===== src/hw/bkt_pkg.sv =====
// backtrack stage shared definitions
// widths, memory word layouts and the engine state encoding

package bkt_pkg;

    // variable memory holds 512 entries
    localparam int VAR_ADDR_W = 9;

    // level memory is addressed by the low bits of a level
    localparam int LVL_ADDR_W = 9;

    // variable index, also used for the active variable count
    typedef logic [VAR_ADDR_W-1:0] var_addr_t;

    // decision level
    typedef logic [15:0] lvl_t;

    // clause bin id
    typedef logic [9:0] bin_id_t;

    // 00 unassigned, 01 false, 10 true
    typedef logic [1:0] assign_t;

    // {assign, implied, level}
    // implied == 0 means the variable was a decision
    typedef logic [$bits(assign_t)+1+$bits(lvl_t)-1:0] var_state_t;

    // {bin id, has_backtracked}
    typedef logic [$bits(bin_id_t):0] lvl_state_t;

    // sweep engine states
    typedef enum logic [1:0] {
        IDLE,
        SWEEP,
        DRAIN
    } eng_state_t;

endpackage

===== src/hw/bkt_engine.sv =====
`timescale 1ns/1ps
// backtrack sweep engine
// reads each active variable, flips decisions at the target level,
// clears everything else at or above it and marks the level record

module bkt_engine (
    input  logic                            clk,
    input  logic                            rst,
    input  logic                            start_i,
    input  bkt_pkg::lvl_t                   lvl_i,
    input  bkt_pkg::bin_id_t                bin_i,
    input  bkt_pkg::var_addr_t              nvars_i,
    output logic                            apply_o,
    output bkt_pkg::var_addr_t              vs_raddr_o,
    input  bkt_pkg::var_state_t             vs_rdata_i,
    output logic                            vs_we_o,
    output bkt_pkg::var_addr_t              vs_waddr_o,
    output bkt_pkg::var_state_t             vs_wdata_o,
    output logic                            ls_we_o,
    output logic [bkt_pkg::LVL_ADDR_W-1:0]  ls_addr_o,
    output bkt_pkg::lvl_state_t             ls_wdata_o,
    output logic                            flip_o,
    output logic                            clear_o,
    output logic                            done_o
);

    bkt_pkg::eng_state_t state;
    bkt_pkg::eng_state_t state_nxt;
    bkt_pkg::var_addr_t  cnt;
    bkt_pkg::var_addr_t  last_idx;

    // read stage, data for rd_addr arrives this cycle
    logic                rd_vld;
    bkt_pkg::var_addr_t  rd_addr;
    bkt_pkg::assign_t    rd_asg;
    logic                rd_imp;
    bkt_pkg::lvl_t       rd_lvl;
    logic                flip_hit;
    logic                clr_hit;

    assign last_idx = nvars_i - bkt_pkg::var_addr_t'(1);

    always_comb
    begin
        state_nxt = state;
        case (state)
            bkt_pkg::IDLE:
                if (start_i)
                    state_nxt = (nvars_i == '0) ? bkt_pkg::DRAIN : bkt_pkg::SWEEP;
            bkt_pkg::SWEEP:
                if (cnt == last_idx)
                    state_nxt = bkt_pkg::DRAIN;
            bkt_pkg::DRAIN:
                // last write leaves the pipe this cycle
                if (!rd_vld)
                    state_nxt = bkt_pkg::IDLE;
            default:
                state_nxt = bkt_pkg::IDLE;
        endcase
    end

    always_ff @(posedge clk)
    begin
        if (!rst)
        begin
            state  <= bkt_pkg::IDLE;
            cnt    <= '0;
            rd_vld <= 1'b0;
            done_o <= 1'b0;
        end
        else
        begin
            state  <= state_nxt;
            rd_vld <= (state == bkt_pkg::SWEEP);
            done_o <= (state == bkt_pkg::DRAIN) && !rd_vld;
            if (state == bkt_pkg::SWEEP)
                cnt <= cnt + bkt_pkg::var_addr_t'(1);
            else
                cnt <= '0;
        end
    end

    always_ff @(posedge clk)
    begin
        rd_addr <= cnt;
    end

    assign apply_o    = (state != bkt_pkg::IDLE);
    assign vs_raddr_o = cnt;

    assign {rd_asg, rd_imp, rd_lvl} = vs_rdata_i;

    // decision at the target level flips, the rest at or above clears
    assign flip_hit = rd_vld && !rd_imp && (rd_lvl == lvl_i);
    assign clr_hit  = rd_vld && (rd_lvl >= lvl_i) && !flip_hit;

    always_ff @(posedge clk)
    begin
        if (!rst)
        begin
            vs_we_o <= 1'b0;
            ls_we_o <= 1'b0;
            flip_o  <= 1'b0;
            clear_o <= 1'b0;
        end
        else
        begin
            vs_we_o <= flip_hit || clr_hit;
            ls_we_o <= flip_hit;
            flip_o  <= flip_hit;
            clear_o <= clr_hit;
        end
    end

    always_ff @(posedge clk)
    begin
        vs_waddr_o <= rd_addr;
        if (flip_hit)
            vs_wdata_o <= {~rd_asg, rd_imp, rd_lvl};
        else
            vs_wdata_o <= '0;
    end

    // same record for every flip at this level
    assign ls_addr_o  = lvl_i[bkt_pkg::LVL_ADDR_W-1:0];
    assign ls_wdata_o = {bin_i, 1'b1};

    a_wr_under_apply: assert property (@(posedge clk) disable iff (!rst)
        (vs_we_o || ls_we_o) |->
            (apply_o && (state inside {bkt_pkg::SWEEP, bkt_pkg::DRAIN})));

    // each write belongs to a read issued two cycles earlier
    a_wr_after_read: assert property (@(posedge clk) disable iff (!rst)
        vs_we_o |-> $past(state == bkt_pkg::SWEEP, 2));

endmodule


===== config.mk =====
export PLATFORM = sky130hd
export DESIGN_NAME = bkt_engine
export DESIGN_NICKNAME = d
export VERILOG_FILES = /design/src/hw/bkt_pkg.sv /design/src/hw/bkt_engine.sv
export SDC_FILE = /design/constraint.sdc
export NUM_CORES = 1
export LEC_CHECK = 0
export ABC_AREA = 1
export BUFFER_PORTS_ARGS = -buffer_cell sky130_fd_sc_hd__buf_2
export CORE_UTILIZATION = 48
export CTS_BUF_LIST = sky130_fd_sc_hd__clkbuf_4
export DETAILED_ROUTE_END_ITERATION = 12
export GPL_ROUTABILITY_DRIVEN = 0
export PLACE_DENSITY = 0.82
export SYNTH_ARGS = -nofsm -noshare
export SYNTH_HDL_FRONTEND = slang
export SYNTH_SLANG_ARGS = --single-unit

===== constraint.sdc =====
create_clock -name clk -period 2.1 [get_ports clk]
set_clock_uncertainty 0.15 [all_clocks]
set_input_delay 0.42 -clock clk [delete_from_list [all_inputs] [get_ports clk]]
set_output_delay 0.42 -clock clk [all_outputs]
set_load 0.01 [all_outputs]

==> impl_metrics.ini, run 1 <==
[status]
outcome = complete, no violations

[synthesis]
synthAdderAreaFrac_pct = 9.44
synth_compound_area_share_pct = 5.27
synth_top_family_by_area = simple AND/OR/NAND/NOR gates
ys_ff_latch = 53
ys_seq_area_share_pct = 42.1
ys_warn_count = 0
ys_types = 29
synth_cells = 308
synth_top_flop_cell = dfxtp_1
syn-mean-instance-area_um2 = 8.18
synth.largest_area_cell = dfxtp_1
synthTopCellsByArea = dfxtp_1, ha_1, inv_1, nand2_1, buf_4
synthesis.area_mm2 = 0.00252
synth-edff-count = 0
synth_mux_area_share_pct = 0
async_flop_share_pct = 0
netlist.area_leader.share_pct = 42.1
yosys.area_share.simple_pct = 23.5
syn-num-nets = 384
synth-xor-area-share_pct = 3.33

[clock_network]
root_buffer = clkbuf_4
cts_buffers = 5
cts_tree = yes
cts_resized = 0
postCtsSetupBuffers = 0
clk_latency_ns = 0.34
h-tree-depth = 2
hold_buffers = 0
clock_path_buffers = 2
cts_sinks = 53
path_clk_slew_ns = 0.13

[detailed_routing]
wl_met2_um = 2360
dr.pass1.iters = 4
drt_iter0_drc = 42
routed_wl_um = 4740
dr_wl_met3_um = 253
ant_nets = 0
top_layer_used = met4
drc = 0
vias = 2024
vias_per_cell = 4.42
wl_per_cell_um = 10.4
wl_met1_um = 2100

[layout]
antenna_cells = 0
nets = 466
utilization_pct = 61.3
synthToLayoutAreaGrowth_pct = 18.7
final_layout_size_suffix_gt1_share_pct = 30.9
fin_area_mm2 = 0.00299

[timing]
layout_min_cycle_time_ns = 1.84
final_max_slew_viol_count = 0
hold_ws_ns = 0.0576
worstMarginPinSlew_ns = 0.622
fin_ws_ns = 0.257
rsz0062_at_grt = no
timing.fmax_mhz = 543
hold_viol = 0
fin_crit_sh_pct = 87.7
slew_headroom_pct = 58.4
setup_viol = 0

[place]
io_buffer_count = 98
post-place-ws_ns = -0.137
dpl-instance-area_mm2 = 0.00291
dp_hpwl_um = 3970

[critical_path]
startpoint_type = primary input
critical_path_arrival_ns = 1.98
critPathMaxFanout = 19
endpoint_kind = register
reg2reg_depth = 9
cp.required_ns = 2.24
worstSetupPathType = in2reg

[floorplanning]
ios = 120
fp.coreArea_mm2 = 0.00488
die_x_um = 74.4
die_area_mm2 = 0.00554
die-height_um = 74.4
start_util_pct = 51.6
placementRows = 25

[min_path]
min_path_type = in2reg
holdPathStages = 2

[pwr]
powerDensity_mw_per_mm2 = 629
peakVddDrop_v = 0.000422
finalPower_w = 0.00188
p_leak_nw = 1.66

[global_route]
grt_pass1_wl_um = 7600
grt_pass1_vias = 1868
grt_max_degree = 20
antenna_found_initial = 0
grt.overflow.total = 0
track_usage_pct = 17.8

[flow_run]
cap_violations = 0
-- power breakdown --
part           internal (W)  leakage (nW)  total (W)  switching (W)
combinational      0.000125          1.20   0.000302       0.000177
sequential          0.00103         0.428    0.00105      0.0000184
clock              0.000247        0.0389   0.000528       0.000281
total               0.00141          1.66    0.00188       0.000476
-- worst max-delay path, stage by stage --
cell and delay (ns):
buf_2 0.07, inv_1 0.04, ha_1 0.31, nand2_2 0.09, nor4_4 0.31, nand3_2 0.14, nor3_4 0.16, inv_2 0.27
nor2_1 0.17
-- Yosys cell counts (all sizes together), types with 2 or more instances --
| cell | number |
|---|---|
| nor2 | 47 |
| nand2 | 51 |
| o21ai | 10 |
| xnor2 | 2 |
| nand3 | 9 |
| xor2 | 5 |
| nand4 | 2 |
| nor3 | 5 |
| dfxtp | 53 |
| ha | 19 |
| inv | 59 |
| buf | 22 |
| conb | 2 |
| a21oi | 12 |
| nor4 | 3 |
-- final timing paths --
check	startpoint	end	slack (ns)
worst max-delay path	lvl_i[15]	flip_o	0.26
worst min-delay path	vs_rdata_i[18]	vs_wdata_o[18]	0.06
worst max register to register	vs_raddr_o[0]	vs_raddr_o[8]	0.34
worst min register to register	rd_addr[8]	vs_waddr_o[8]	0.19
-- placed cells by master, fill, tap and decap left out, types with 4 or more instances in the layout --
| master | n |
|---|---|
| nand3_1 | 8 |
| nor3_1 | 4 |
| o21ai_0 | 10 |
| inv_1 | 58 |
| nand2_1 | 50 |
| a21oi_1 | 12 |
| xor2_1 | 5 |
| dfxtp_1 | 53 |
| clkbuf_4 | 5 |
| ha_1 | 19 |
| nor2_4 | 10 |
| nor2_1 | 37 |
| buf_2 | 98 |
-- cells by family after synthesis --
group / count (synthesis)
xor+xnor: 8
flops: 53
other cells: 2
compound gates: 25
simple gates: 119
buf+inv: 82
fa+ha+maj: 19
-- stage by stage --
stage	TNS [ns]	cells
floorplan	0	308
global placement	-0.457	450
CTS	0	458
global route	0	458
detailed placement	-1.91	450
finish	0	458
-- per-layer routing --
metal | GRT usage (%) | vias to the layer above
met5 | 0 | -
met2 | 32.3 | 63
met3 | 4.20 | 2
met1 | 21.4 | 877
met4 | 3.35 | 0
li1 | - | 1082
-- sequential cells by signal, summed over array words and instances, names as in the netlist --
signal,cells
vs_we_o,1
vs_wdata_o,19
state,2
done_o,1
clear_o,1
flip_o,1
vs_raddr_o,9
vs_waddr_o,9
rd_addr,9
rd_vld,1
-- layout make-up --
class | instances | area [µm²]
inverter | 59 | 221
tap | 67 | 83.8
sequential | 53 | 1060
timing repair buffer | 98 | 490
clock inverter | 3 | 41.3
clock buffer | 5 | 37.5
multi-input combinational | 173 | 1050
fill | 451 | 1890
Power figures use the tool's default switching activity.
==> run 2: changes to the inputs <==
--- a/config.mk
+++ b/config.mk
@@ -7,11 +7,10 @@
 export LEC_CHECK = 0
 export ABC_AREA = 1
 export BUFFER_PORTS_ARGS = -buffer_cell sky130_fd_sc_hd__buf_2
-export CORE_UTILIZATION = 48
+export CORE_UTILIZATION = 25
 export CTS_BUF_LIST = sky130_fd_sc_hd__clkbuf_4
 export DETAILED_ROUTE_END_ITERATION = 12
 export GPL_ROUTABILITY_DRIVEN = 0
-export PLACE_DENSITY = 0.82
 export SYNTH_ARGS = -nofsm -noshare
 export SYNTH_HDL_FRONTEND = slang
 export SYNTH_SLANG_ARGS = --single-unit
==> constraint.sdc (replaced) <==
create_clock -name clk -period 2.1 [get_ports clk]
set_clock_uncertainty 0.15 [all_clocks]
set_input_delay 0.42 -clock clk [delete_from_list [all_inputs] [get_ports clk]]
set_output_delay 0.42 -clock clk [all_outputs]
set_load 0.05 [all_outputs]
==> run 2 against run 1 <==
Critical endpoint is now vs_raddr_o[5]. Fmax is 0.52% higher. Highest routed layer unchanged. Clock power is 11% lower. Worst setup slack better by 0.0096 ns. Via count is 0.79% higher. Global-route usage is 8.2 points lower. Register-to-register slack hardly changed. Count of clock-buffer cells in the layout stayed put.
==> impl_metrics.ini, run 2 (synthesis gave the netlist of run 1 again) <==
[min_path]
min_path_type = in2reg
hold_end = vs_wdata_o[18]
min_from = vs_rdata_i[18]
holdPathStages = 2

[layout]
regMostFlops = vs_wdata_o
antenna_cells = 0
synthToLayoutAreaGrowth_pct = 22.4
layout_commonest_cell = buf_2
largest_reg_flops = 19
nets = 468
final_layout_size_suffix_gt1_share_pct = 31.6
utilization_pct = 31.5
final_cell_mix = buf_2, inv_1, dfxtp_1

[detailed_routing]
drt_iter0_drc = 43
ant_nets = 0
vias_per_cell = 3.88
vias = 2040
drc = 0
routed_wl_um = 4990
wl_per_cell_um = 9.49
dr.pass1.iters = 4

[global_route]
grt_pass1_vias = 1844
grt_pass1_wl_um = 7820
grt_max_degree = 19
grt.overflow.total = 0
track_usage_pct = 9.53
antenna_found_initial = 0

[timing]
timing.fmax_mhz = 546
setup_tns_ns = 0
hold_viol = 0
setup_viol = 0
rsz0062_at_grt = no
layout_min_cycle_time_ns = 1.83
final_max_slew_viol_count = 0
fin_crit_sh_pct = 87.3
fin_ws_ns = 0.267

[clock_network]
h-tree-depth = 2
cts_resized = 0
cts_buffers = 5
cts_tree = yes
cts_sinks = 53
path_clk_slew_ns = 0.17
postCtsSetupBuffers = 0
root_buffer = clkbuf_4
clock_path_buffers = 2
hold_buffers = 0
clk_latency_ns = 0.37

[place]
io_buffer_count = 98
post-place-ws_ns = -0.0272
dp_hpwl_um = 4220

[critical_path]
r2r_setup_slack_ns = 0.33
cp_slowest_stage_delay_ns = 0.56
worstSetupPathType = reg2out
startpoint_type = register
crit_chain = buf_2
r2r_end = vs_raddr_o[8]
crit_family = flip-flops
reg2reg_depth = 9
critical_path_arrival_ns = 1.26
endpoint_kind = primary output
cpMaxStageDelayCell = dfxtp_1
cp_num_buf_inv = 1
cp.required_ns = 1.53
rr_startpoint = vs_raddr_o[0]
critPathMaxFanout = 8

[floorplanning]
start_util_pct = 25.8
ios = 120
die-height_um = 102
fp.coreArea_mm2 = 0.00977
die_area_mm2 = 0.0105
die_x_um = 102
placementRows = 36

[pwr]
peakVddDrop_v = 0.000266
p_leak_nw = 1.67
powerDensity_mw_per_mm2 = 621

[flow_run]
cap_violations = 0

[status]
outcome = complete, no violations
-- run 2: worst max-delay path by stage --
stage                             start            end  cells after the start
after floorplan           vs_raddr_o[0]  vs_raddr_o[8]                      9
after detailed placement      lvl_i[13]  vs_wdata_o[1]                     10
final                     vs_raddr_o[5]  vs_raddr_o[5]                      1
after global routing      vs_raddr_o[0]  vs_raddr_o[8]                      9
after global placement        lvl_i[13]  vs_wdata_o[6]                     10
after CTS                 vs_raddr_o[5]  vs_raddr_o[5]                      1
-- run 2: through the flow --
step,cells,hold WS [ns],instance area [µm²],total power (W)
6_report,526,0.0452,3080,0.00191
5_1_grt,526,0.0230,3080,0.00205
4_1_cts,526,0.0244,3080,0.00196
3_5_place_dp,518,0.162,3020,0.00147
3_3_place_gp,518,0.161,3020,0.00146
2_1_floorplan,308,0.160,2520,0.00141
-- run 2: where the power goes --
part | switching [W] | leakage [nW] | internal [W]
sequential | 0.0000192 | 0.428 | 0.00103
combinational | 0.000264 | 1.21 | 0.000125
clock | 0.000334 | 0.0318 | 0.000137
total | 0.000618 | 1.67 | 0.00130
-- run 2: final cells by class --
class                      instances  area [µm²]
fill                            1070        6690
sequential                        53        1060
multi-input combinational        173        1050
timing repair buffer             100         518
inverter                          59         221
tap                              133         166
clock buffer                       5        37.5
clock inverter                     3        25.0
-- run 2: layer usage --
metal  vias to the layer above  part of all wire (%)  routed length, µm  track usage, %
li1                       1082                     -                  -               -
met1                       878                    48               2380            11.5
met2                        72                    45               2240            16.7
met3                         8                   6.4                319            2.39
met4                         0                   1.2                 58            2.75
met5                         -                     0                  0               0
==> run 3: changes to the inputs <==
--- a/config.mk
+++ b/config.mk
@@ -7,8 +7,10 @@
 export LEC_CHECK = 0
 export ABC_AREA = 1
 export BUFFER_PORTS_ARGS = -buffer_cell sky130_fd_sc_hd__buf_2
+export CORE_ASPECT_RATIO = 0.5
 export CORE_UTILIZATION = 25
 export CTS_BUF_LIST = sky130_fd_sc_hd__clkbuf_4
+export CTS_CLUSTER_SIZE = 30
 export DETAILED_ROUTE_END_ITERATION = 12
 export GPL_ROUTABILITY_DRIVEN = 0
 export SYNTH_ARGS = -nofsm -noshare
==> run 3 against run 2 <==
Register-to-register slack lost 0.02 ns. Cell count is 0.38% higher. Core utilization up 0.63 points. Count of clock-buffer cells in the layout unchanged. Clock power rose by 6.2%. Routed wire length rose by 4.5%. Critical path depth did not move. Sequential power is essentially flat. Fmax down 0.85%. Critical endpoint unchanged.
==> impl_metrics.ini, run 3 (synthesis gave the netlist of run 1 again) <==
[timing]
layout_min_cycle_time_ns = 1.85
setup_viol = 0
timing.fmax_mhz = 541
hold_viol = 0
rsz0062_at_grt = no
final_max_slew_viol_count = 0
fin_crit_sh_pct = 88.0
setup_tns_ns = 0

[pwr]
peakVddDrop_v = 0.000207
p_leak_nw = 1.68
powerDensity_mw_per_mm2 = 629

[detailed_routing]
ant_nets = 0
wl_per_cell_um = 9.88
drt_iter0_drc = 78
dr.pass1.iters = 4
vias = 2005
vias_per_cell = 3.80
routed_wl_um = 5220
drc = 0

[floorplanning]
ios = 120
die_x_um = 144
fp.coreArea_mm2 = 0.00960
die_area_mm2 = 0.0105
die-height_um = 73.0
start_util_pct = 26.2
placementRows = 25

[layout]
largest_reg_flops = 19
antenna_cells = 0
final_cell_mix = buf_2, inv_1, dfxtp_1
utilization_pct = 32.2
synthToLayoutAreaGrowth_pct = 22.7
finalNonFillerCells = 528
nets = 468
regMostFlops = vs_wdata_o
layout_commonest_cell = buf_2
final_layout_size_suffix_gt1_share_pct = 31.6

[critical_path]
reg2reg_depth = 9
r2r_end = vs_raddr_o[8]
critPathMaxFanout = 8
endpoint = vs_raddr_o[5]
crit_chain = buf_2
crit_family = flip-flops
cp_num_buf_inv = 1
startpoint_type = register
endpoint_kind = primary output
critical_path_arrival_ns = 1.28
cp-startpoint = vs_raddr_o[5]
rr_startpoint = vs_raddr_o[0]
r2r_setup_slack_ns = 0.31
cp_slowest_stage_delay_ns = 0.56
worstSetupPathType = reg2out
cp.required_ns = 1.53
cp.depth = 1
cpMaxStageDelayCell = dfxtp_1

[place]
io_buffer_count = 98
numPlacedInstances = 520
dp_hpwl_um = 4400

[global_route]
grt_pass1_wl_um = 8020
antenna_found_initial = 0
grt_max_degree = 20
grt.overflow.total = 0
track_usage_pct = 9.89
grt_pass1_vias = 1764

[flow_run]
cap_violations = 0

[clock_network]
postCtsSetupBuffers = 0
cts_sinks = 53
clock_path_buffers = 2
cts_tree = yes
hold_buffers = 0
root_buffer = clkbuf_4
cts_resized = 0
h-tree-depth = 2
cts_buffers = 5
path_clk_slew_ns = 0.17
clk_latency_ns = 0.38

[status]
outcome = complete, no violations

[min_path]
min_path_type = in2reg
## run 3: how the worst min path moves through the flow
stage | from | end | slack [ns] | cells after the start
2_1_floorplan | rd_addr[0] | vs_waddr_o[0] | 0.16 | 0
3_3_place_gp | rd_addr[7] | vs_waddr_o[7] | 0.16 | 0
3_5_place_dp | rd_addr[1] | vs_waddr_o[1] | 0.16 | 0
4_1_cts | vs_rdata_i[18] | vs_wdata_o[18] | 0.02 | 2
5_1_grt | vs_rdata_i[18] | vs_wdata_o[18] | 0.004 | 2
6_report | vs_rdata_i[18] | vs_wdata_o[18] | 0.04 | 2
## run 3: worst reg2reg max path, delay by kind of cell (launching register included)
family	cells	cell delay (ns)
flops	1	0.47
buf+inv	1	0.05
compound gates	1	0.08
simple gates	6	0.77
fa+ha+maj	1	0.20
## run 3: layout make-up
type,instances,area (µm²)
Fill cell,1037,6510
Sequential cell,53,1060
Multi-Input combinational cell,173,1050
Timing Repair Buffer,100,518
Inverter,59,221
Tap cell,135,169
Clock buffer,5,37.5
Clock inverter,3,28.8
## run 3: per-stage QoR
step           setup slack [ns]  hold slack (ns)  instance area, µm²  power, W
2_1_floorplan             0.136            0.160                2520   0.00141
3_3_place_gp             0.0739            0.162                3020   0.00146
3_5_place_dp           0.000329            0.162                3020   0.00147
4_1_cts                   0.222           0.0197                3090   0.00198
5_1_grt                  0.0474          0.00376                3090   0.00206
6_report                  0.251           0.0358                3090   0.00194
## run 3: where the power goes
| group | internal (W) | leakage [nW] | switching, W | total [W] |
|---|---|---|---|---|
| Clock | 0.000146 | 0.0377 | 0.000353 | 0.000500 |
| Combinational | 0.000124 | 1.21 | 0.000266 | 0.000390 |
| Sequential | 0.00103 | 0.428 | 0.0000196 | 0.00105 |
| Total | 0.00130 | 1.68 | 0.000638 | 0.00194 |
## run 3: routing by layer
metal  routed length, µm  track usage [%]  vias to the layer above
met5                   0                0                        -
met2                2440             16.9                       39
li1                    -                -                     1081
met4                  51             2.96                        0
met1                2450             12.6                      881
met3                 282             2.23                        4
