**src/hw/bkt_pkg.sv**
```systemverilog
// backtrack stage shared definitions
// widths, memory word layouts and the engine state encoding

package bkt_pkg;

    // variable memory holds 512 entries
    localparam int VAR_ADDR_W = 9;

    // level memory is addressed by the low bits of a level
    localparam int LVL_ADDR_W = 9;

    // variable index, also used for the active variable count
    typedef logic [VAR_ADDR_W-1:0] var_addr_t;

    // decision level
    typedef logic [15:0] lvl_t;

    // clause bin id
    typedef logic [9:0] bin_id_t;

    // 00 unassigned, 01 false, 10 true
    typedef logic [1:0] assign_t;

    // {assign, implied, level}
    // implied == 0 means the variable was a decision
    typedef logic [$bits(assign_t)+1+$bits(lvl_t)-1:0] var_state_t;

    // {bin id, has_backtracked}
    typedef logic [$bits(bin_id_t):0] lvl_state_t;

    // sweep engine states
    typedef enum logic [1:0] {
        IDLE,
        SWEEP,
        DRAIN
    } eng_state_t;

endpackage
```
**src/hw/bkt_report.sv**
```systemverilog
`timescale 1ns/1ps
// result output
// counts flips and clears during a run and offers the totals over valid/ready

module bkt_report (
    input  logic                clk,
    input  logic                rst,
    input  logic                flip_i,
    input  logic                clear_i,
    input  logic                done_i,
    output logic                res_valid_o,
    input  logic                res_ready_i,
    output bkt_pkg::var_addr_t  res_flips_o,
    output bkt_pkg::var_addr_t  res_clears_o,
    output logic                res_pending_o
);

    bkt_pkg::var_addr_t flip_cnt;
    bkt_pkg::var_addr_t clr_cnt;

    // counters restart with every done
    always_ff @(posedge clk)
    begin
        if (!rst)
        begin
            flip_cnt <= '0;
            clr_cnt  <= '0;
        end
        else if (done_i)
        begin
            flip_cnt <= '0;
            clr_cnt  <= '0;
        end
        else
        begin
            if (flip_i)
                flip_cnt <= flip_cnt + bkt_pkg::var_addr_t'(1);
            if (clear_i)
                clr_cnt <= clr_cnt + bkt_pkg::var_addr_t'(1);
        end
    end

    always_ff @(posedge clk)
    begin
        if (!rst)
            res_valid_o <= 1'b0;
        else if (done_i)
            res_valid_o <= 1'b1;
        else if (res_ready_i)
            res_valid_o <= 1'b0;
    end

    always_ff @(posedge clk)
    begin
        if (done_i)
        begin
            res_flips_o  <= flip_cnt;
            res_clears_o <= clr_cnt;
        end
    end

    assign res_pending_o = res_valid_o;

    a_res_hold: assert property (@(posedge clk) disable iff (!rst)
        (res_valid_o && !res_ready_i) |=>
            (res_valid_o && $stable(res_flips_o) && $stable(res_clears_o)));

endmodule

```
**config.mk**
```make
export PLATFORM = sky130hd
export DESIGN_NAME = bkt_report
export DESIGN_NICKNAME = d
export VERILOG_FILES = /design/src/hw/bkt_pkg.sv /design/src/hw/bkt_report.sv
export SDC_FILE = /design/constraint.sdc
export NUM_CORES = 1
export LEC_CHECK = 0
export BUFFER_PORTS_ARGS = -buffer_cell sky130_fd_sc_hd__buf_2
export CAP_MARGIN = 20
export CORE_MARGIN = 2
export CORE_UTILIZATION = 25
export CTS_BUF_LIST = sky130_fd_sc_hd__clkbuf_8
export DETAILED_ROUTE_END_ITERATION = 8
export GPL_ROUTABILITY_DRIVEN = 0
export GPL_TIMING_DRIVEN = 0
export SYNTH_ARGS = -nofsm -noshare
export SYNTH_HDL_FRONTEND = slang
export SYNTH_SLANG_ARGS = --single-unit
```
**constraint.sdc**
```tcl
create_clock -name clk -period 2.13 [get_ports clk]
set_clock_uncertainty 0.1 [all_clocks]
set_input_delay 0.213 -clock clk [delete_from_list [all_inputs] [get_ports clk]]
set_output_delay 0.213 -clock clk [all_outputs]
set_load 0.05 [all_outputs]
```
==> run_results.csv, run 1 <==
group,metric,value,unit
run_status,status,"complete, no violations",
worst_setup_path,cp_cell_sequence,"ha_1 > nand2_1 > or4_1 > a21oi_1",
synthesis,synth_compound_area_share,6.09,%
die,die_h,77.6,um
worst_setup_path,critical_path_required,2.24,ns
finish,final_nets,145,
synthesis,synth_ff_type,"dfxtp_1",
worst_setup_path,r2r_start,"clr_cnt[0]",
clock_network,cts_sinks,37,
synthesis,syn_avg_cell_area,12.8,um2
timing,slew_violations,0,
worst_hold_path,hp-class,"in2reg",
worst_setup_path,crit_path_end_kind,"register",
route,ant_nets,0,
timing,rsz0062_at_grt,"false",
clock_network,numCtsBuffers,5,
clock_network,path_clk_slew,0.07,ns
clock_network,clockBufferDepth,2,
die,die_x,77.6,um
timing,fin_crit,1.60,ns
clock_network,postCtsHoldBufs,0,
worst_setup_path,cp_top_family,"simple AND/OR/NAND/NOR gates",
worst_setup_path,slowest_delay,0.47,ns
timing,hold_viol,0,
synthesis,synth.net_count,114,
clock_network,ctsResizeCount,0,
route,routedWlPerCell,10.9,um
worst_hold_path,hold_start,"rst",
synthesis,synth_top_family_by_area,"simple AND/OR/NAND/NOR gates",
synthesis,synth_cell_types,23,
worst_setup_path,crit_type,"reg2reg",
power,p_leak,0.637,nW
finish,n_antenna_cell,0,
finish,areaGrowthSynthToFinish,22.0,%
finish,multi_input_area,414,um2
die,core-area,0.00517,mm2
worst_setup_path,critPathMaxFanout,6,
die,num_rows,26,
timing,tightest_slew,0.491,ns
global_routing,antenna_found_initial,0,
clock_network,clock-root-buffer,"clkbuf_8",
placed_design,port-buffer-count,24,
route,wirelength,2.27,mm
clock_network,post_cts_buffers,0,
global_routing,grt_pass1_wl,3.77,mm
finish,drive_above_1_share,25.4,%
timing,setup_viol_count_final,0,
timing,max_slew_margin,67.3,%
route,drtPass1Iterations,2,
worst_setup_path,crit_path_start_kind,"register",
worst_setup_path,crit_slowest_cell,"or4_1",
worst_setup_path,crit_arrival,1.71,ns
worst_hold_path,holdPathEnd,"res_pending_o",
synthesis,ys_ff_latch,37,
clock_network,clock_latency,0.28,ns
worst_setup_path,crit_buf_inv,0,
timing,period_share,75.2,%
worst_setup_path,ff2ff_path_depth,4,
finish,nFillCells,523,
synthesis,synth.yosys.seq_area_share,68.0,%
route,num_vias,895,
synthesis,synthXorXnorAreaFrac,5.17,%
synthesis,muxShareOfSynthArea,1.48,%
placed_design,dpl_cell_area,0.00156,mm2
route,drc,0,
global_routing,overflow,0,
power,vdd_ir_drop_max,0.240,mV
synthesis,yosysWarnings,0,
finish,seqCellArea,921,um2
route,drtIter0Drc,47,
job,maxCapViolCount,0,
synthesis,synth_area,0.00136,mm2
timing,fmax,0.624,GHz
worst_setup_path,r2r_setup_slack,0.53,ns
die,ioPinCount,26,
worst_setup_path,rr_endpoint,"clr_cnt[8]",
global_routing,grt_pass1_vias,794,
power,power_density,812,mW/mm2
die,start_util,26.2,%
synthesis,synth_edf_count,18,
synthesis,synth_cells,106,
finish,finalInstanceArea,0.00165,mm2
synthesis,synth-simple-area-share,16.0,%
synthesis,synthAdderAreaFrac,1.85,%
synthesis,synth_async_sr_flop_share,0,%
placed_design,dp_hpwl,1.55,mm
die,die_area,0.00602,mm2
global_routing,grt.total_usage,8.17,%
timing,setup_tns,0,ns
clock_network,tritoncts,"yes",
global_routing,grt_max_degree,22,
route,viasPerCell,4.30,
worst_hold_path,hold_depth,2,
clock_network,cts.htree.levels,2,
-- final cells by class --
| type | count | share of cell area, % |
|---|---|---|
| sequential | 37 | 55.7 |
| multi-input combinational | 65 | 25.1 |
| timing repair buffer | 24 | 7.27 |
| clock buffer | 6 | 5.00 |
| clock inverter | 2 | 0.454 |
| buffer | 4 | 1.21 |
| tap | 70 | 5.30 |
-- cells in the mapped netlist, drive strengths merged, types with 3 or more instances --
cell type | n | area (um2)
a21oi | 5 | 25.0
dfxtp | 19 | 380
edfxtp | 18 | 541
nand2 | 10 | 37.5
nand4 | 8 | 65.1
nor2 | 10 | 37.5
o211ai | 3 | 22.5
o21ai | 4 | 20.0
or3 | 4 | 27.5
or4 | 4 | 30.0
xor2 | 6 | 52.6
-- worst register-to-register path, delay by kind of cell (launching register included) --
kind	cells	cell delay [ns]
AOI/OAI and AO/OA	1	0.17
and+or+nand+nor	2	0.57
DFF	1	0.45
adders and majority gates	1	0.24
-- power breakdown --
group	leakage (nW)	internal (W)	switching, W
Combinational	0.241	0.0000226	0.0000783
Sequential	0.343	0.000760	0.00000723
Clock	0.0538	0.000254	0.000221
Total	0.637	0.00104	0.000306
-- placed cells by master (no fill, tap or decap) --
cell type	synthesis	layout
xnor2_1	2	2
o21a_1	1	1
inv_1	0	2
ha_1	2	2
o31ai_1	1	1
nand2b_1	1	1
buf_2	1	25
or3_1	2	2
clkbuf_1	2	2
or3_2	2	2
o211ai_1	3	3
edfxtp_1	18	18
dfxtp_1	19	19
xor2_1	6	6
mux2i_1	2	2
nor2_1	10	10
buf_4	1	1
or4_1	4	4
nand4_1	7	7
nand4_4	1	1
o21ai_0	4	4
nor2b_1	2	2
nand2_1	10	10
a21oi_1	5	5
clkbuf_8	0	6
-- through the flow --
step / power, W / cells / worst slack, ns / util, % / hold slack (ns)
finish: 0.00134 / 208 / 0.528 / 32.0 / 0.0700
global route: 0.00140 / 208 / 0.402 / 32.0 / 0.0794
CTS: 0.00137 / 208 / 0.531 / 32.0 / 0.0558
detailed placement: 0.000885 / 200 / 0.257 / 30.2 / 0.344
global placement: 0.000884 / 200 / 0.283 / 30.2 / 0.338
floorplan: 0.000854 / 106 / 0.714 / - / 0.225
-- cell families (layout without fill, tap and decap cells) --
family / Yosys count / count (layout)
simple gates: 39 / 39
flops: 37 / 37
compound gates: 14 / 14
xor+xnor: 8 / 8
buf+inv: 4 / 36
fa+ha+maj: 2 / 2
mux: 2 / 2
-- layer usage --
layer | part of all wire, % | vias up | wire [um] | global-route usage (%)
li1 | - | 447 | - | -
met5 | 0 | - | 0 | 0
met3 | 7.0 | 2 | 158 | 4.30
met2 | 43 | 25 | 981 | 11.6
met4 | 0.49 | 0 | 11 | 3.75
met1 | 49 | 421 | 1120 | 10.1
-- registers in the layout (all words and copies together), names as in the netlist --
register and cells:
clr_cnt 9, flip_cnt 9, res_clears_o 9, res_flips_o 9
res_pending_o 1
-- worst max-delay path by stage --
| stage | from | end | slack [ns] | cells past startpoint |
|---|---|---|---|---|
| 6_report | clr_cnt[0] | clr_cnt[8] | 0.53 | 4 |
| 5_1_grt | done_i | clr_cnt[2] | 0.40 | 5 |
| 4_1_cts | clr_cnt[0] | clr_cnt[8] | 0.53 | 4 |
| 3_5_place_dp | done_i | clr_cnt[2] | 0.26 | 5 |
| 3_3_place_gp | done_i | clr_cnt[1] | 0.28 | 5 |
| 2_1_floorplan | clr_cnt[0] | clr_cnt[8] | 0.71 | 4 |
Power figures use the tool's default switching activity.
==> run 2, diff against run 1 <==
--- a/config.mk
+++ b/config.mk
@@ -5,6 +5,7 @@
 export SDC_FILE = /design/constraint.sdc
 export NUM_CORES = 1
 export LEC_CHECK = 0
+export ABC_AREA = 1
 export BUFFER_PORTS_ARGS = -buffer_cell sky130_fd_sc_hd__buf_2
 export CAP_MARGIN = 20
 export CORE_MARGIN = 2
==> constraint.sdc (replaced) <==
create_clock -name clk -period 1.6 [get_ports clk]
set_clock_uncertainty 0.1 [all_clocks]
set_input_delay 0.16 -clock clk [delete_from_list [all_inputs] [get_ports clk]]
set_output_delay 0.16 -clock clk [all_outputs]
set_load 0.05 [all_outputs]
==> run_results.csv, run 2 <==
group,metric,value,unit
synthesis,yosysWarnings,0,
synthesis,yosys.area.top_type,"edfxtp_1",
placed_design,dp_hpwl,1.70,mm
worst_setup_path,slowest_delay,0.35,ns
clock_network,cts.htree.levels,2,
worst_setup_path,crit_path_start_kind,"register",
worst_setup_path,crit_buf_inv,2,
clock_network,numCtsBuffers,5,
finish,final_cell_mix,"nand2_1 (27), buf_2 (25), inv_1 (24)",
clock_network,ctsResizeCount,0,
global_routing,overflow,0,
power,power_density,1100,mW/mm2
finish,finalInstanceArea,0.00179,mm2
die,start_util,26.1,%
worst_setup_path,crit_path_end_kind,"output pin",
synthesis,syn_avg_cell_area,10.0,um2
global_routing,antenna_found_initial,0,
die,die_area,0.00641,mm2
clock_network,tritoncts,"yes",
finish,final_nets,185,
timing,fmax,0.798,GHz
synthesis,synth_edf_count,18,
route,ant_nets,0,
global_routing,grt.total_usage,8.12,%
run_status,status,"complete, no violations",
die,core-area,0.00554,mm2
die,num_rows,27,
power,combPwrFrac,7.5,%
finish,areaGrowthSynthToFinish,23.6,%
global_routing,grt_pass1_wl,3.86,mm
timing,hold_viol,0,
synthesis,synth_cell_types,16,
finish,n_antenna_cell,0,
worst_hold_path,hp-class,"in2reg",
synthesis,ys_ff_latch,37,
timing,tightest_slew,0.447,ns
route,num_vias,1013,
synthesis,synth_async_sr_flop_share,0,%
worst_setup_path,crit_arrival,0.99,ns
finish,layout_commonest_cell,"nand2_1",
route,drtPass1Iterations,3,
synthesis,synth_ff_type,"dfxtp_1",
timing,setup_tns,0,ns
synthesis,synth_common_cells,"nand2_1 (27), inv_1 (23), dfxtp_1 (19), edfxtp_1 (18), a21oi_1 (14)",
worst_setup_path,ff2ff_path_depth,7,
die,ioPinCount,26,
route,viasPerCell,4.05,
power,power.internal,0.00155,W
global_routing,grt_max_degree,21,
clock_network,path_clk_slew,0.07,ns
clock_network,postCtsHoldBufs,1,
synthesis,synth.net_count,152,
clock_network,cts_sinks,37,
power,vdd_ir_drop_max,0.312,mV
clock_network,clock-root-buffer,"clkbuf_8",
route,routedWlPerCell,9.22,um
clock_network,post_cts_buffers,0,
worst_setup_path,r2r_start,"flip_cnt[0]",
power,finalPower,0.00197,W
route,drtIter0Drc,40,
timing,fin_crit,1.25,ns
clock_network,clockBufferDepth,2,
worst_setup_path,rr_endpoint,"flip_cnt[8]",
global_routing,grt_pass1_vias,907,
synthesis,synthTopCellsByArea,"edfxtp_1 (37%), dfxtp_1 (26%), nand2_1 (7.0%)",
route,wirelength,2.31,mm
synthesis,synth_cells,144,
timing,max_slew_margin,70.2,%
finish,nFillCells,606,
worst_hold_path,hold_depth,3,
worst_setup_path,cp_top_family,"flip-flops",
worst_setup_path,crit_type,"reg2out",
worst_hold_path,hold_start,"rst",
worst_hold_path,holdPathEnd,"res_pending_o",
worst_setup_path,r2r_setup_slack,0.36,ns
job,maxCapViolCount,0,
die,die_h,80.1,um
synthesis,synth_most_common_cell,"nand2_1",
timing,slew_violations,0,
worst_setup_path,cp_cell_sequence,"buf_4 > buf_2",
worst_setup_path,path_depth,2,
synthesis,synth.yosys.seq_area_share,63.7,%
timing,rsz0062_at_grt,"false",
power,p_leak,0.755,nW
die,die_x,80.1,um
placed_design,dpl_cell_area,0.00166,mm2
synthesis,synth_top_area_share,37.4,%
worst_setup_path,critPathMaxFanout,3,
worst_setup_path,crit_slowest_cell,"dfxtp_1",
route,drc,0,
power,p_switching,0.000425,W
synthesis,synth_area,0.00145,mm2
power,p_clk_share,40.7,%
finish,drive_above_1_share,23.6,%
clock_network,clock_latency,0.28,ns
timing,period_share,78.3,%
power,p_sw_share,21.5,%
timing,setup_viol_count_final,0,
worst_setup_path,critical_path_required,1.34,ns
power,p_seq_share,51.9,%
placed_design,port-buffer-count,25,
[run 2: power groups by stage]
stage | combinational (W) | clock (W) | sequential [W]
2_1_floorplan | 0.0000350 | 0 | 0.00112
3_3_place_gp | 0.000147 | 0 | 0.00105
3_5_place_dp | 0.000148 | 0 | 0.00105
4_1_cts | 0.000150 | 0.000838 | 0.00102
5_1_grt | 0.000159 | 0.000871 | 0.00103
6_report | 0.000148 | 0.000803 | 0.00102
[run 2: how the worst max path moves through the flow]
stage                             start     endpoint  slack, ns
after floorplan           res_pending_o  res_valid_o       0.43
after global placement           done_i  flip_cnt[3]       0.25
after detailed placement         done_i  flip_cnt[3]       0.25
after CTS                 res_pending_o  res_valid_o       0.32
after global routing         clr_cnt[0]   clr_cnt[8]       0.23
final                     res_pending_o  res_valid_o       0.35
[run 2: cell type report]
cell class                      instances  area [um2]  share of cell area, %
Tap cell                               72        90.1                   5.04
Multi-Input combinational cell         82         424                   23.7
Inverter                               23        86.3                   4.83
Sequential cell                        37         921                   51.5
Clock buffer                            6        82.6                   4.62
Buffer                                  2        15.0                  0.840
Timing Repair Buffer                   26         135                   7.56
Clock inverter                          2        33.8                   1.89
[run 2: tightest hold or removal path, stage by stage]
cell,delay (ns)
buf_2,0.07
inv_1,0.05
nor2_1,0.09
[run 2: routing by layer]
metal  vias up  track usage (%)  wire length, um  part of all wire, %
li1        536                -                -                    -
met1       455             8.10              953                   41
met2        16             14.1             1170                   51
met3         6             4.16              135                  5.9
met4         0             3.56               48                  2.1
met5         -                0                0                    0
[run 2: logic make-up after synthesis]
group                    after synthesis  synth area share (%)
AO/OA/AOI/OAI                         23                  8.48
adder cells (fa/ha/maj)                2                  1.73
AND/OR/NAND/NOR                       57                  19.1
flip-flops                            37                  63.7
buffers and inverters                 25                  7.01
[run 2: per-stage QoR]
stage	hold WS, ns	setup slack (ns)	utilization (%)	instances
after detailed placement	0.297	0.250	30.0	241
after CTS	0.00384	0.323	32.3	250
final	0.0126	0.346	32.3	250
after global routing	0.0402	0.229	32.3	250
after global placement	0.297	0.249	30.0	241
after floorplan	0.149	0.427	-	144
==> run 3, diff against run 2 <==
==> constraint.sdc (replaced) <==
create_clock -name clk -period 1.2 [get_ports clk]
set_clock_uncertainty 0.1 [all_clocks]
set_input_delay 0.12 -clock clk [delete_from_list [all_inputs] [get_ports clk]]
set_output_delay 0.12 -clock clk [all_outputs]
set_load 0.05 [all_outputs]
==> run_results.csv, run 3 (synthesis gave the netlist of run 2 again) <==
group,metric,value,unit
worst_setup_path,r2r_start,"flip_cnt[0]",
timing,setup_ws,0.0469,ns
route,drtIter0Drc,33,
die,start_util,26.1,%
power,power_density,1360,mW/mm2
finish,drive_above_1_share,32.6,%
placed_design,post-place-ws,-0.110,ns
clock_network,clock_latency,0.28,ns
worst_hold_path,hp-class,"in2reg",
route,drc,0,
finish,layout_commonest_cell,"nand2_1",
worst_setup_path,crit_slowest_cell,"dfxtp_4",
global_routing,overflow,0,
run_status,status,"complete, no violations",
finish,multi_input_area,484,um2
worst_setup_path,cp-endpoint,"flip_cnt[8]",
timing,rsz0062_at_grt,"true",
timing,tightest_slew,0.452,ns
clock_network,numCtsBuffers,5,
global_routing,busiest_layer,"met2",
timing,max_slew_margin,69.8,%
die,num_rows,27,
route,routedWlPerCell,9.67,um
route,num_vias,1053,
timing,hold_viol,0,
clock_network,clock-root-buffer,"clkbuf_8",
worst_setup_path,crit_buf_inv,0,
clock_network,path_clk_slew,0.07,ns
power,finalPower,0.00266,W
clock_network,tritoncts,"yes",
placed_design,dp_hpwl,1.70,mm
power,p_seq_share,51.2,%
power,vdd_ir_drop_max,0.415,mV
finish,finalInstanceArea,0.00195,mm2
worst_setup_path,cp_top_family,"simple AND/OR/NAND/NOR gates",
power,p_leak,0.837,nW
clock_network,cts_sinks,37,
worst_setup_path,rr_endpoint,"flip_cnt[8]",
worst_setup_path,ff2ff_path_depth,6,
worst_setup_path,critPathMaxFanout,6,
route,viasPerCell,4.07,
power,combPwrFrac,8.6,%
global_routing,grt_pass1_wl,3.93,mm
timing,fin_crit,1.15,ns
timing,holdWs,0.0451,ns
route,drtPass1Iterations,3,
power,power.internal,0.00208,W
timing,fmax,0.867,GHz
power,p_switching,0.000578,W
worst_setup_path,path_depth,6,
worst_setup_path,cp_cell_sequence,"ha_4 > nand2_4 > nor2_4 > nand4_1 > nand2_1 > nor2_1",
power,p_sw_share,21.7,%
global_routing,grt_pass1_vias,921,
clock_network,clockBufferDepth,2,
job,maxCapViolCount,0,
global_routing,use_met3,4.16,%
finish,nFillCells,585,
die,ioPinCount,26,
die,core-area,0.00554,mm2
route,ant_nets,0,
worst_setup_path,crit_path_start_kind,"register",
worst_setup_path,startpoint,"flip_cnt[0]",
die,die_x,80.1,um
global_routing,antenna_found_initial,0,
route,wirelength,2.50,mm
finish,seqCellArea,937,um2
worst_setup_path,r2r_setup_slack,0.05,ns
worst_setup_path,critical_path_required,1.28,ns
global_routing,grt_use_met1,8.31,%
worst_setup_path,crit_type,"reg2reg",
worst_setup_path,crit_arrival,1.24,ns
timing,setup_viol_count_final,0,
global_routing,grt.total_usage,8.29,%
power,p_clk_share,40.1,%
clock_network,cts.htree.levels,2,
placed_design,dpl_cell_area,0.00166,mm2
finish,final_nets,194,
worst_setup_path,crit_path_end_kind,"register",
placed_design,port-buffer-count,25,
global_routing,grt_max_degree,21,
die,die_area,0.00641,mm2
finish,final_cell_mix,"nand2_1 (25), inv_1 (24), buf_2 (23)",
global_routing,grtUsageMet2,14.4,%
finish,areaGrowthSynthToFinish,34.9,%
finish,n_antenna_cell,0,
timing,period_share,96.1,%
worst_setup_path,slowest_delay,0.38,ns
timing,slew_violations,0,
die,die_h,80.1,um
==> run 3: layout make-up <==
class,count,share of cell area [%]
Clock buffer,6,4.23
Timing Repair Buffer,35,11.4
Tap cell,72,4.62
Multi-Input combinational cell,82,24.8
Sequential cell,37,48.0
Inverter,23,4.42
Buffer,2,0.769
Clock inverter,2,1.73
==> run 3: per-layer routing <==
layer	vias to the layer above	share of wire, %
li1	554	-
met1	477	40
met2	16	53
met3	6	5.2
met4	0	1.9
met5	-	0
==> run 3: how the worst min path moves through the flow <==
stage / start / to / slack (ns) / cells past startpoint
2_1_floorplan: clear_i / clr_cnt[1] / 0.11 / 1
5_1_grt: res_ready_i / res_pending_o / 0.07 / 4
3_5_place_dp: clear_i / clr_cnt[1] / 0.26 / 2
4_1_cts: res_ready_i / res_pending_o / 0.04 / 4
6_report: res_ready_i / res_pending_o / 0.05 / 4
3_3_place_gp: clear_i / clr_cnt[1] / 0.26 / 2
==> run 3: power by group through the flow <==
stage / Combinational, W / Clock (W) / Sequential (W)
after floorplan: 0.0000467 / 0 / 0.00149
after global routing: 0.000247 / 0.00116 / 0.00137
after global placement: 0.000196 / 0 / 0.00139
after detailed placement: 0.000197 / 0 / 0.00139
final: 0.000230 / 0.00107 / 0.00136
after CTS: 0.000210 / 0.00112 / 0.00137
==> run 3: what timing repair did <==
item,4_1_cts,5_1_grt
pin swaps,1,12
setup buffers,1,6
hold endpoints to repair,4,0
hold buffers,3,0
gates resized for setup,5,21
setup endpoints to repair,7,9
==> run 3: per-stage QoR <==
step / TNS [ns] / cells / utilization (%)
after floorplan: 0 / 144 / -
after global routing: -0.0778 / 259 / 35.2
final: 0 / 259 / 35.2
after global placement: -0.656 / 241 / 30.0
after detailed placement: -0.676 / 241 / 30.0
after CTS: -0.0280 / 253 / 32.9
==> run 3: worst min-delay path: cells and delay by family <==
family | cells | cell delay, ns
AND/OR/NAND/NOR | 1 | 0.07
buffers and inverters | 2 | 0.14
AO/OA/AOI/OAI | 1 | 0.06
